File: config.mk
export PLATFORM = sky130hd
export DESIGN_NAME = stepper_top
export DESIGN_NICKNAME = d
export VERILOG_FILES = /design/src/hdl/stepper_pkg.sv /design/src/hdl/motion_if.sv /design/src/hdl/stepper_top.sv /design/src/hdl/reply_result.sv /design/src/hdl/step_execute.sv /design/src/hdl/cmd_decode.sv /design/src/hdl/word_assembler.sv /design/src/hdl/spi_byte_rx.sv
export SDC_FILE = /design/constraint.sdc
export NUM_CORES = 1
export LEC_CHECK = 0
export BUFFER_PORTS_ARGS = -buffer_cell sky130_fd_sc_hd__buf_2
export CAP_MARGIN = 20
export CELL_PAD_IN_SITES_DETAIL_PLACEMENT = 0
export CELL_PAD_IN_SITES_GLOBAL_PLACEMENT = 1
export CORE_MARGIN = 3
export CORE_UTILIZATION = 35
export DETAILED_ROUTE_END_ITERATION = 12
export GPL_ROUTABILITY_DRIVEN = 1
export GPL_TIMING_DRIVEN = 0
export PLACE_DENSITY = 0.56
export SETUP_SLACK_MARGIN = 0.3
export SYNTH_ARGS = -nofsm -noshare
export SYNTH_HDL_FRONTEND = slang
export SYNTH_SLANG_ARGS = --single-unit
File: constraint.sdc
create_clock -name word_received -period 9.1 [get_ports word_received]
set_input_delay 0.91 -clock word_received [delete_from_list [all_inputs] [get_ports word_received]]
set_output_delay 0.91 -clock word_received [all_outputs]
set_load 0.03 [all_outputs]
File: src/hdl/stepper_pkg.sv
package stepper_pkg;

  // Word and byte widths on the SPI side
  typedef logic [31:0] cmd_word_t;
  typedef logic [7:0]  spi_byte_t;
  typedef logic [7:0]  opcode_t;     // Top byte of a command word
  typedef logic [23:0] arg_t;        // Low three bytes

  // Motion quantities
  typedef logic [23:0] duration_t;   // Microsteps per move
  typedef logic [23:0] divisor_t;    // Clocks per microstep, 0 acts as 1
  typedef logic [1:0]  ustep_t;
  typedef logic [4:0]  phase_idx_t;  // Electrical angle in 1/32 cycle
  typedef logic [15:0] step_count_t; // Wraps at 2^16

  // Opcodes
  localparam opcode_t OP_MOVE    = 8'd1;
  localparam opcode_t OP_STATUS  = 8'd2;
  localparam opcode_t OP_DIVISOR = 8'd3;
  localparam opcode_t OP_USTEP   = 8'd4;

  // Microstep resolution encoding
  localparam ustep_t USTEP_FULL    = 2'd0;
  localparam ustep_t USTEP_HALF    = 2'd1;
  localparam ustep_t USTEP_QUARTER = 2'd2;
  localparam ustep_t USTEP_EIGHTH  = 2'd3;

  // Configuration after reset
  localparam divisor_t DIVISOR_RESET = 24'd1;
  localparam ustep_t   USTEP_RESET   = USTEP_FULL;

endpackage
File: src/hdl/motion_if.sv
`timescale 1ns/1ps

interface motion_if;
  import stepper_pkg::*;

  logic        move_valid;
  logic        move_ready;     // Equals not busy
  duration_t   move_duration;
  divisor_t    clk_divisor;
  ustep_t      ustep;
  logic        busy;
  step_count_t step_count;

  modport decoder (output move_valid, move_duration, clk_divisor, ustep,
                   input  move_ready, busy, step_count);

  modport executor (input  move_valid, move_duration, clk_divisor, ustep,
                    output move_ready, busy, step_count);

endinterface

File: src/hdl/stepper_top.sv
`timescale 1ns/1ps

module stepper_top (
  input  logic word_received,
  input  logic rst,
  input  logic sck,
  input  logic ssel,
  input  logic mosi,
  output logic miso,
  output logic phase_a1,
  output logic phase_a2,
  output logic phase_b1,
  output logic phase_b2,
  output logic pwm_a,
  output logic pwm_b
);
  import stepper_pkg::*;

  logic      byte_done;
  spi_byte_t rx_byte;
  logic      tx_load;
  spi_byte_t tx_byte;
  logic      word_valid;
  logic      word_ready;
  cmd_word_t word_data;
  logic      overrun;
  logic      accepted;
  cmd_word_t accepted_word;
  logic      overrun_seen;

  motion_if mot ();

  // Host front end
  spi_byte_rx u_spi (
    .word_received, .rst, .sck, .ssel, .mosi,
    .tx_load, .tx_byte, .miso, .byte_done, .rx_byte
  );

  word_assembler u_asm (
    .word_received, .rst, .byte_done, .rx_byte,
    .word_ready, .word_valid, .word_data, .overrun
  );

  cmd_decode u_dec (
    .word_received, .rst, .word_valid, .word_data, .overrun,
    .word_ready, .accepted, .accepted_word, .overrun_seen, .mot(mot.decoder)
  );

  step_execute u_exe (
    .word_received, .rst, .mot(mot.executor),
    .phase_a1, .phase_a2, .phase_b1, .phase_b2, .pwm_a, .pwm_b
  );

  reply_result u_rep (
    .word_received, .rst, .accepted, .accepted_word, .overrun_seen,
    .busy(mot.busy), .step_count(mot.step_count),
    .byte_done, .ssel, .tx_load, .tx_byte
  );

endmodule

File: src/hdl/reply_result.sv
`timescale 1ns/1ps

module reply_result (
  input  logic                     word_received,
  input  logic                     rst,
  input  logic                     accepted,
  input  stepper_pkg::cmd_word_t   accepted_word,
  input  logic                     overrun_seen,
  input  logic                     busy,
  input  stepper_pkg::step_count_t step_count,
  input  logic                     byte_done,
  input  logic                     ssel,
  output logic                     tx_load,
  output stepper_pkg::spi_byte_t   tx_byte
);
  import stepper_pkg::*;

  cmd_word_t  reply;
  logic [1:0] byte_idx;
  logic [1:0] ssel_sync;
  logic       ssel_prev;
  logic       ssel_fall;
  logic [1:0] done_pipe;   // Gives the reply time to settle after a word

  assign ssel_fall = ssel_prev & ~ssel_sync[1];

  always_ff @(posedge word_received) begin
    if (rst) begin
      reply     <= '0;
      byte_idx  <= '0;
      ssel_sync <= 2'b11;
      ssel_prev <= 1'b1;
      done_pipe <= '0;
      tx_load   <= 1'b0;
    end else begin
      ssel_sync <= {ssel_sync[0], ssel};
      ssel_prev <= ssel_sync[1];
      done_pipe <= {done_pipe[0], byte_done};
      tx_load   <= ssel_fall | done_pipe[1];
      if (ssel_sync[1])
        byte_idx <= '0;
      else if (byte_done)
        byte_idx <= byte_idx + 2'd1;
      if (accepted) begin
        if (accepted_word[31:24] == OP_STATUS)
          reply <= {accepted_word[31:24], 6'd0, busy, overrun_seen, step_count};
        else
          reply <= accepted_word;   // Echo
      end
    end
  end

  // Low byte first
  always_comb begin
    case (byte_idx)
      2'd0:    tx_byte = reply[7:0];
      2'd1:    tx_byte = reply[15:8];
      2'd2:    tx_byte = reply[23:16];
      default: tx_byte = reply[31:24];
    endcase
  end

endmodule

File: src/hdl/step_execute.sv
`timescale 1ns/1ps

module step_execute (
  input  logic       word_received,
  input  logic       rst,
  motion_if.executor mot,
  output logic       phase_a1,
  output logic       phase_a2,
  output logic       phase_b1,
  output logic       phase_b2,
  output logic       pwm_a,
  output logic       pwm_b
);
  import stepper_pkg::*;

  typedef enum logic {S_IDLE, S_STEPPING} state_t;

  state_t     state;
  duration_t  remaining;
  divisor_t   div_cnt;
  divisor_t   div_last;    // Last count of a microstep period
  phase_idx_t phase;
  phase_idx_t phase_inc;
  phase_idx_t cos_idx;     // cos(x) = sin(x + 90 deg)
  logic [2:0] pwm_cnt;
  logic [2:0] mag_a;
  logic [2:0] mag_b;

  // |sin| scaled to 0..7, angle in 1/32 cycle
  function automatic logic [2:0] sin_mag(input phase_idx_t a);
    logic [3:0] m;
    m = a[3] ? 4'(5'd16 - {1'b0, a[3:0]}) : a[3:0];   // Fold to 0..90 deg
    case (m)
      4'd0:       sin_mag = 3'd0;
      4'd1:       sin_mag = 3'd1;
      4'd2:       sin_mag = 3'd3;
      4'd3:       sin_mag = 3'd4;
      4'd4:       sin_mag = 3'd5;
      4'd5, 4'd6: sin_mag = 3'd6;
      default:    sin_mag = 3'd7;
    endcase
  endfunction

  always_comb begin
    case (mot.ustep)
      USTEP_FULL:    phase_inc = 5'd8;
      USTEP_HALF:    phase_inc = 5'd4;
      USTEP_QUARTER: phase_inc = 5'd2;
      USTEP_EIGHTH:  phase_inc = 5'd1;
      default:       phase_inc = 5'd8;
    endcase
  end

  assign div_last = (mot.clk_divisor == '0) ? '0 : mot.clk_divisor - 24'd1;

  always_ff @(posedge word_received) begin
    if (rst) begin
      state          <= S_IDLE;
      remaining      <= '0;
      div_cnt        <= '0;
      phase          <= '0;
      pwm_cnt        <= '0;
      mot.step_count <= '0;
    end else begin
      pwm_cnt <= pwm_cnt + 3'd1;     // Free-running PWM ramp
      case (state)
        S_IDLE: begin
          if (mot.move_valid && mot.move_ready) begin
            remaining <= mot.move_duration;
            div_cnt   <= '0;
            state     <= S_STEPPING;
          end
        end
        S_STEPPING: begin
          if (remaining == '0) begin
            state <= S_IDLE;
          end else if (div_cnt >= div_last) begin
            div_cnt        <= '0;
            remaining      <= remaining - 24'd1;
            phase          <= phase + phase_inc;
            mot.step_count <= mot.step_count + 16'd1;
          end else begin
            div_cnt <= div_cnt + 24'd1;
          end
        end
        default: state <= S_IDLE;
      endcase
    end
  end

  assign mot.busy       = (state == S_STEPPING);
  assign mot.move_ready = (state == S_IDLE);

  // Coil drive, sign from the quadrant and duty from the magnitude
  assign cos_idx  = phase + 5'd8;
  assign mag_a    = sin_mag(cos_idx);
  assign mag_b    = sin_mag(phase);
  assign phase_a1 = (mag_a != 3'd0) & ~cos_idx[4];
  assign phase_a2 = (mag_a != 3'd0) & cos_idx[4];
  assign phase_b1 = (mag_b != 3'd0) & ~phase[4];
  assign phase_b2 = (mag_b != 3'd0) & phase[4];
  assign pwm_a    = (pwm_cnt < mag_a);
  assign pwm_b    = (pwm_cnt < mag_b);

endmodule

File: src/hdl/cmd_decode.sv
`timescale 1ns/1ps

module cmd_decode (
  input  logic                   word_received,
  input  logic                   rst,
  input  logic                   word_valid,
  input  stepper_pkg::cmd_word_t word_data,
  input  logic                   overrun,
  output logic                   word_ready,
  output logic                   accepted,
  output stepper_pkg::cmd_word_t accepted_word,
  output logic                   overrun_seen,
  motion_if.decoder              mot
);
  import stepper_pkg::*;

  opcode_t opcode;
  arg_t    arg;
  logic    take;

  assign opcode     = word_data[31:24];
  assign arg        = word_data[23:0];
  assign word_ready = ~mot.move_valid;   // Back-pressure while a move waits
  assign take       = word_valid & word_ready;

  always_ff @(posedge word_received) begin
    if (rst) begin
      accepted        <= 1'b0;
      overrun_seen    <= 1'b0;
      mot.move_valid  <= 1'b0;
      mot.clk_divisor <= DIVISOR_RESET;
      mot.ustep       <= USTEP_RESET;
    end else begin
      accepted <= take;
      if (take) begin
        accepted_word <= word_data;
        case (opcode)
          OP_MOVE: begin
            mot.move_duration <= arg;
            mot.move_valid    <= 1'b1;
          end
          OP_DIVISOR: mot.clk_divisor <= arg;
          OP_USTEP:   mot.ustep       <= arg[1:0];
          default: ;  // Status and unknown words only get a reply
        endcase
      end
      if (mot.move_valid && mot.move_ready)
        mot.move_valid <= 1'b0;
      // Cleared as the status reply samples it
      if (overrun)
        overrun_seen <= 1'b1;
      else if (accepted && accepted_word[31:24] == OP_STATUS)
        overrun_seen <= 1'b0;
    end
  end

endmodule

File: src/hdl/word_assembler.sv
`timescale 1ns/1ps

module word_assembler (
  input  logic                   word_received,
  input  logic                   rst,
  input  logic                   byte_done,
  input  stepper_pkg::spi_byte_t rx_byte,
  input  logic                   word_ready,
  output logic                   word_valid,
  output stepper_pkg::cmd_word_t word_data,
  output logic                   overrun
);
  import stepper_pkg::*;

  logic [1:0]  byte_cnt;
  logic [23:0] low_bytes;   // Bytes 0 to 2 while the word builds

  always_ff @(posedge word_received) begin
    if (rst) begin
      byte_cnt   <= '0;
      word_valid <= 1'b0;
      overrun    <= 1'b0;
    end else begin
      overrun <= 1'b0;
      if (word_valid && word_ready)
        word_valid <= 1'b0;
      if (byte_done) begin
        byte_cnt <= byte_cnt + 2'd1;
        case (byte_cnt)
          2'd0: low_bytes[7:0]   <= rx_byte;
          2'd1: low_bytes[15:8]  <= rx_byte;
          2'd2: low_bytes[23:16] <= rx_byte;
          default: begin
            // Still holding an unaccepted word, lose the new one
            if (word_valid && !word_ready) begin
              overrun <= 1'b1;
            end else begin
              word_data  <= {rx_byte, low_bytes};
              word_valid <= 1'b1;
            end
          end
        endcase
      end
    end
  end

endmodule

File: src/hdl/spi_byte_rx.sv
`timescale 1ns/1ps

module spi_byte_rx (
  input  logic                  word_received,
  input  logic                  rst,
  input  logic                  sck,
  input  logic                  ssel,
  input  logic                  mosi,
  input  logic                  tx_load,
  input  stepper_pkg::spi_byte_t tx_byte,
  output logic                  miso,
  output logic                  byte_done,
  output stepper_pkg::spi_byte_t rx_byte
);
  import stepper_pkg::*;

  logic [1:0] sck_sync;
  logic [1:0] ssel_sync;
  logic [1:0] mosi_sync;
  logic       sck_prev;
  logic       sck_rise;   // Registered edge pulses
  logic       sck_fall;
  logic       mosi_q;     // Lines up with sck_rise
  logic [2:0] bit_cnt;
  spi_byte_t  rx_shift;
  spi_byte_t  tx_shift;

  // Pin synchronizers and edge detection
  always_ff @(posedge word_received) begin
    sck_sync  <= {sck_sync[0], sck};
    ssel_sync <= {ssel_sync[0], ssel};
    mosi_sync <= {mosi_sync[0], mosi};
    sck_prev  <= sck_sync[1];
    sck_rise  <= sck_sync[1] & ~sck_prev;
    sck_fall  <= ~sck_sync[1] & sck_prev;
    mosi_q    <= mosi_sync[1];
  end

  always_ff @(posedge word_received) begin
    if (rst) begin
      bit_cnt   <= '0;
      byte_done <= 1'b0;
      tx_shift  <= '0;
    end else begin
      byte_done <= 1'b0;
      if (ssel_sync[1]) begin
        bit_cnt <= '0;                             // Deselected
      end else if (sck_rise) begin
        rx_shift  <= {rx_shift[6:0], mosi_q};      // MSB first
        bit_cnt   <= bit_cnt + 3'd1;
        byte_done <= (bit_cnt == 3'd7);
      end
      // Hold the MSB on the fall that starts a new byte
      if (tx_load)
        tx_shift <= tx_byte;
      else if (sck_fall && !ssel_sync[1] && bit_cnt != 3'd0)
        tx_shift <= {tx_shift[6:0], 1'b0};
    end
  end

  assign rx_byte = rx_shift;
  assign miso    = tx_shift[7];

endmodule

== Word-level counts from Yosys, hierarchy flattened ==
Cells that the tools add are included.

* Add/sub/neg operators: 12
* Magnitude comparators: 3
* Equality and inequality tests: 27
* Multiplexer cells: 28
* Bitwise logic cells: 23
* Reductions and logical operators: 40

{| class="wikitable"
|+ Operator list
! kind !! number
|-
| $mux 24 || 8
|-
| $pmux 24 s2 || 2
|-
| $logic_not 24->1 || 2
|-
| $sub 24x1->24 const B || 2
|-
| $pmux 3 s6 || 2
|-
| $add 24x1->24 const B || 1
|-
| $eq 4x3->1 const B || 6
|-
| $ge 24x24->1 || 1
|-
| $pmux 8 s3 || 1
|-
| $reduce_and 3->1 || 7
|-
| $pmux 5 s4 || 1
|-
| $add 16x1->16 const B || 1
|-
| $eq 4x2->1 const B || 4
|-
| $eq 8x2->1 const B || 2
|-
| $mux 8 || 2
|-
| $not 1->1 || 14
|-
| $reduce_and 2->1 || 5
|-
| $reduce_or 2->1 || 5
|-
| $mux 1 || 9
|-
| $reduce_bool 3->1 || 3
|-
| $and 1x1->1 || 8
|-
| $eq 2x2->1 const B || 4
|-
| $eq 4x1->1 const B || 2
|-
| $eq 8x1->1 const B || 1
|-
| other kinds (21) || 40
|}

* Bits in registers: 288
* Input port bits: 5
* Output and inout bits: 7
* Word-level logic and storage cells: 170

== Longest topological paths before layout ==
* Word-level depth: 8
* Mapped depth: 18
* Mapped depth without buffers: 14

== Modules after synthesis ==
Synthesis repeated with hierarchy kept, for this count alone.

* Cell total of the unflattened synthesis: 1,262
* Area total of the unflattened synthesis: 13,437.9 um^2

{| class="wikitable"
|+ By module, submodules not included
! module !! times used !! cells each !! area an instance (um^2) !! seq. area each (um^2)
|-
| step_execute || 1 || 693 || 5,430.2 || 1,461.4
|-
| cmd_decode || 1 || 190 || 3,040.4 || 2,262.2
|-
| reply_result || 1 || 214 || 1,970.6 || 800.8
|-
| word_assembler || 1 || 79 || 1,928.1 || 1,761.7
|-
| spi_byte_rx || 1 || 86 || 1,068.5 || 680.7
|}

== Worst setup path after synthesis ==
No wires, ideal clock.

* Path type: input port to flip-flop
* Start: input rst
* End: register u_asm.word_data[0] (enable)
* Setup time: 0.468 ns
* Arrival time: 3.820 ns
* Data required time: 8.632 ns
* Slack: 4.812 ns
* Stages: 3
* Path through: clkbuf_1 -> buf_1 -> nor3b_1

* Longest elaborated chain between the ends: 2

{| class="wikitable"
|+ RTL lines
! what !! line !! source
|-
| start, declared || stepper_top.sv:5 || <nowiki>input logic rst,</nowiki>
|-
| $not 1->1 (no line) || n/a ||
|-
| $reduce_and 4->1 (no line) || n/a ||
|-
| end signal, assigned || word_assembler.sv:38 || <nowiki>word_data <= {rx_byte, low_bytes};</nowiki>
|-
| end, declared || word_assembler.sv:10 || <nowiki>output stepper_pkg::cmd_word_t word_data,</nowiki>
|}

No other way between the ends.
A chain may end at the register's enable or synchronous reset.

== Final worst setup path ==
* Start: register u_dec.mot.clk_divisor[17]
* End: register u_exe.div_cnt[21]

* Longest elaborated chain between the ends: 6
* Elaborated cells on any way between the ends: 7
* Those cells by class: add/sub (1); order compare (1); mux (4); reduce/logical (1)

{| class="wikitable"
|+ RTL lines
! what !! line !! source
|-
| start, declared || motion_if.sv:14 || <nowiki>modport decoder (output move_valid, move_duration, clk_divisor, ustep,</nowiki>
|-
| start signal, assigned || cmd_decode.sv:42 || <nowiki>OP_DIVISOR: mot.clk_divisor <= arg;</nowiki>
|-
| $sub 24x1->24 or $logic_not 24->1 (tied branches) || step_execute.sv:54 || <nowiki>assign div_last = (mot.clk_divisor == '0) ? '0 : mot.clk_divisor - 24'd1;</nowiki>
|-
| $mux 24 * || step_execute.sv:54 ||
|-
| $ge 24x24->1 * || step_execute.sv:77 || <nowiki>end else if (div_cnt >= div_last) begin</nowiki>
|-
| $mux 24 * || step_execute.sv:77 ||
|-
| $mux 24 * || step_execute.sv:75 || <nowiki>if (remaining == '0) begin</nowiki>
|-
| $pmux 24 s2 * || step_execute.sv:66 || <nowiki>case (state)</nowiki>
|-
| end signal, assigned || step_execute.sv:83 || <nowiki>div_cnt <= div_cnt + 24'd1;</nowiki>
|-
| end, declared || step_execute.sv:20 || <nowiki>divisor_t div_cnt;</nowiki>
|}

Mark *: on every way between the ends. The rest lies on a longest branch, timed or not. The select of a mux whose other input is x is not followed.

==> results.md <==
* Period Utilization, post-route at 59.4%
* Area occupied by multi-input gates at 5770 um2
* Vias in the first global route at 9324
* HPWL after DPL at 28200 um
* Final Total Pwr at 2.75 mW
* CTS clk-pin slew, worst paths at 0.06 ns
* I/O Pins at 12
* DRC errors left at 0
* DR WL/cell at 21.2 um
* Status: finished, final reports clean
* Max Buffers Root-to-Sink at 3
* Fin. max-slew vios at 0
* Final min period at 5.41 ns
* Starting Density at 35.8%
* Sequential cell area at 6970 um2
* Iter 0 DRT Violations at 797
* DR vias at 9756
* WL final at 39000 um
* RSZ-0062 raised after global routing: no
* Rel. slew slack at 21.7%
* Avg Cell Area, Syn at 10.5 um2
* Global route total overflow at 0
* # diodes at 0
* Post-synth EDFFs at 120
* Total GRT Usage at 19.0%
* Synthesis Warnings at 0
* Hold_buf cts at 0
* Clock Sinks at 288
* Synth Register Bits at 288
* Synth Cell Area at 13200 um2
* H-Tree Depth at 2
* Nets at 1365
* TritonCTS clock tree: yes
* Core Area at 36900 um2
* Vias per inst at 5.30
* VDD IR max at 0.104 mV
* Req. time, crit path at 9.54 ns
* Port bufs at 10
* Async set-reset flop share out of synthesis at 0%
* Number of gates resized after CTS at 0
* Clock Skew at 0.0282 ns
* Slew of the pin with the lowest slew margin at 1.17 ns
* Initial antenna violation count at 1
* Routed Antenna Nets at 0
* Largest net degree at the start of global routing at 33
* Die Span Y at 200 um
* P&R area growth vs syn at 14.6%
* Total of max-cap violations at 0
* First-pass DRT Iterations at 5
* Crit. End Element: flip-flop
* Peak Freq at 185 MHz
* Clock root buffer: clkbuf_16
* Pwr/cell area at 182 nW/um2
* Placed Cells at 1776
* Final setup vio count at 0
* Rows at 70
* Worst Path Arrival at 5.85 ns
* First-pass GRT wire length at 58900 um
* Hold Fails Final Rpt at 0
* Startpoint Class: flip-flop
* Share of cells above drive strength 1 at 9.51%
* Setup TNS at 0 ns
* Postcts setup bufs at 0
* Syn nets at 1309
* Pre-CTS setup slack at 3.77 ns
* Gpl congestion at 0.843
* Cells after Synth at 1253
* Top FF cell, synth: dfxtp_1
* Setup WS post-layout at 3.69 ns
* TritonCTS Buffers at 35
* Die area at 40100 um2
* LEAKAGE at 5.55 nW
* Fillers at 3594
* Final Instance Count excl. Fillers at 1840
* Register area share after synthesis at 52.8%
* Post-synth cell types at 82
* Clk_lat worst skew at 0.52 ns
* WS Path Type: reg2reg
* Worst hold path type: reg2reg
* Die width at 200 um
* Crit Path Max Fanout at 10
cells in the mapped netlist, types with 3 or more instances:
library cell  count  area, um2
and2_1            9       56.3
inv_1            34        128
clkbuf_1         55        206
o22ai_1           4       25.0
a31oi_1          25        156
nor2_1          118        443
nor3_2            7       70.1
nand2_1          92        345
nand3b_1          5       37.5
a211oi_2          5       62.6
o21a_1            5       37.5
o31ai_1          17        128
edfxtp_1        120       3600
o32ai_1           3       26.3
buf_6             3       33.8
xnor2_1          25        219
or4_1            18        135
xor2_1           14        123
and4_1            4       35.0
ha_1             50        626
a21oi_1          70        350
o311ai_1          7       61.3
nand4_1          23        144
nand3_1          42        210
a311oi_1          3       26.3
nor4_1           10       62.6
a21o_1            6       45.0
or2_2             8       50.1
nor3_1           31        155
buf_1             5       18.8
a222oi_1          9       90.1
nor2b_1          18        113
nand2b_1         17        106
buf_2             7       35.0
a211o_1           5       43.8
and3_1            5       31.3
o211ai_1          4       30.0
a211oi_1         30        225
mux2i_1          68        681
o21ai_0          40        200
dfxtp_1         168       3360
or3_1            14       87.6
routing by layer:
layer | vias to the layer above | part of all wire, % | global-route usage (%)
met2 | 179 | 44 | 29.5
met1 | 4756 | 49 | 28.2
li1 | 4767 | - | -
met3 | 54 | 4.0 | 2.32
met5 | - | 0 | 0
met4 | 0 | 2.1 | 4.70
path summary, 6_finish.rpt:
check	from	to	slack [ns]	cells after the start
min reg2reg	u_spi.mosi_sync[0]	u_spi.mosi_sync[1]	0.33	0
max	u_dec.mot.clk_divisor[17]	u_exe.div_cnt[21]	3.69	17
min	u_spi.mosi_sync[0]	u_spi.mosi_sync[1]	0.33	0
max reg2reg	u_dec.mot.clk_divisor[17]	u_exe.div_cnt[21]	3.69	17
state kept, by name (all words and copies together), names as in the netlist, 8 cells and up:
register                 flops
u_spi.tx_shift               8
u_asm.low_bytes             24
u_dec.mot.clk_divisor       24
u_asm.word_data             32
u_exe.remaining             24
u_exe.mot.step_count        16
u_dec.accepted_word         32
u_rep.reply                 32
u_exe.div_cnt               24
u_spi.rx_byte                8
u_dec.mot.move_duration     24
kinds of logic after synthesis:
kind of cell,count (synthesis),synth area share [%]
xor+xnor,39,2.59
compound gates,260,13.5
flops,288,52.8
buf+inv,107,3.58
fa+ha+maj,51,4.89
simple gates,438,17.3
mux,70,5.33
placed cells by master, fill, tap and decap left out, drive strengths merged, types with 36 or more instances in the layout:
cell type,count
nand3,42
mux2i,68
nand2,93
nor2,120
o21ai,42
dfxtp,168
edfxtp,120
inv,36
buf,37
nor3,40
ha,50
a21oi,72
clkbuf,102
power by group:
group	internal [mW]	leakage [nW]	switching [mW]	total, mW
sequential	1.34	2.44	0.00347	1.34
clock	0.819	0.558	0.553	1.37
combinational	0.00903	2.56	0.0296	0.0386
worst max-delay path, stage by stage (launching register included):
cell      delay (ns)
dfxtp_1         0.36
or4_1           0.57
nor3_1          0.34
and4_1          0.27
nand3_1         0.12
or2_2           0.29
clkbuf_1        0.18
clkbuf_1        0.26
nand2_1         0.12
ha_1            0.26
a211oi_1        0.21
o21ai_0         0.16
a211o_1         0.35
a21oi_1         0.32
buf_2           0.29
clkbuf_1        0.67
nand2_1         0.31
o211ai_1        0.24
layout make-up:
type	count	area share, %
Tap cell	504	4.17
Sequential cell	288	46.1
Clock buffer	47	6.50
Timing Repair Buffer	19	0.993
Multi-Input combinational cell	858	38.2
Clock inverter	17	0.993
Buffer	73	2.28
Inverter	34	0.844
through the flow:
| stage | hold WS, ns | utilization (%) | instance area (um2) |
|---|---|---|---|
| 2_1_floorplan | 0.310 | - | 13200 |
| 3_3_place_gp | 0.310 | 37.6 | 13900 |
| 3_5_place_dp | 0.315 | 37.9 | 14000 |
| 4_1_cts | 0.327 | 41.0 | 15100 |
| 5_1_grt | 0.336 | 41.0 | 15100 |
| 6_report | 0.327 | 41.0 | 15100 |
No activity file was read; power rests on OpenSTA's default activity.
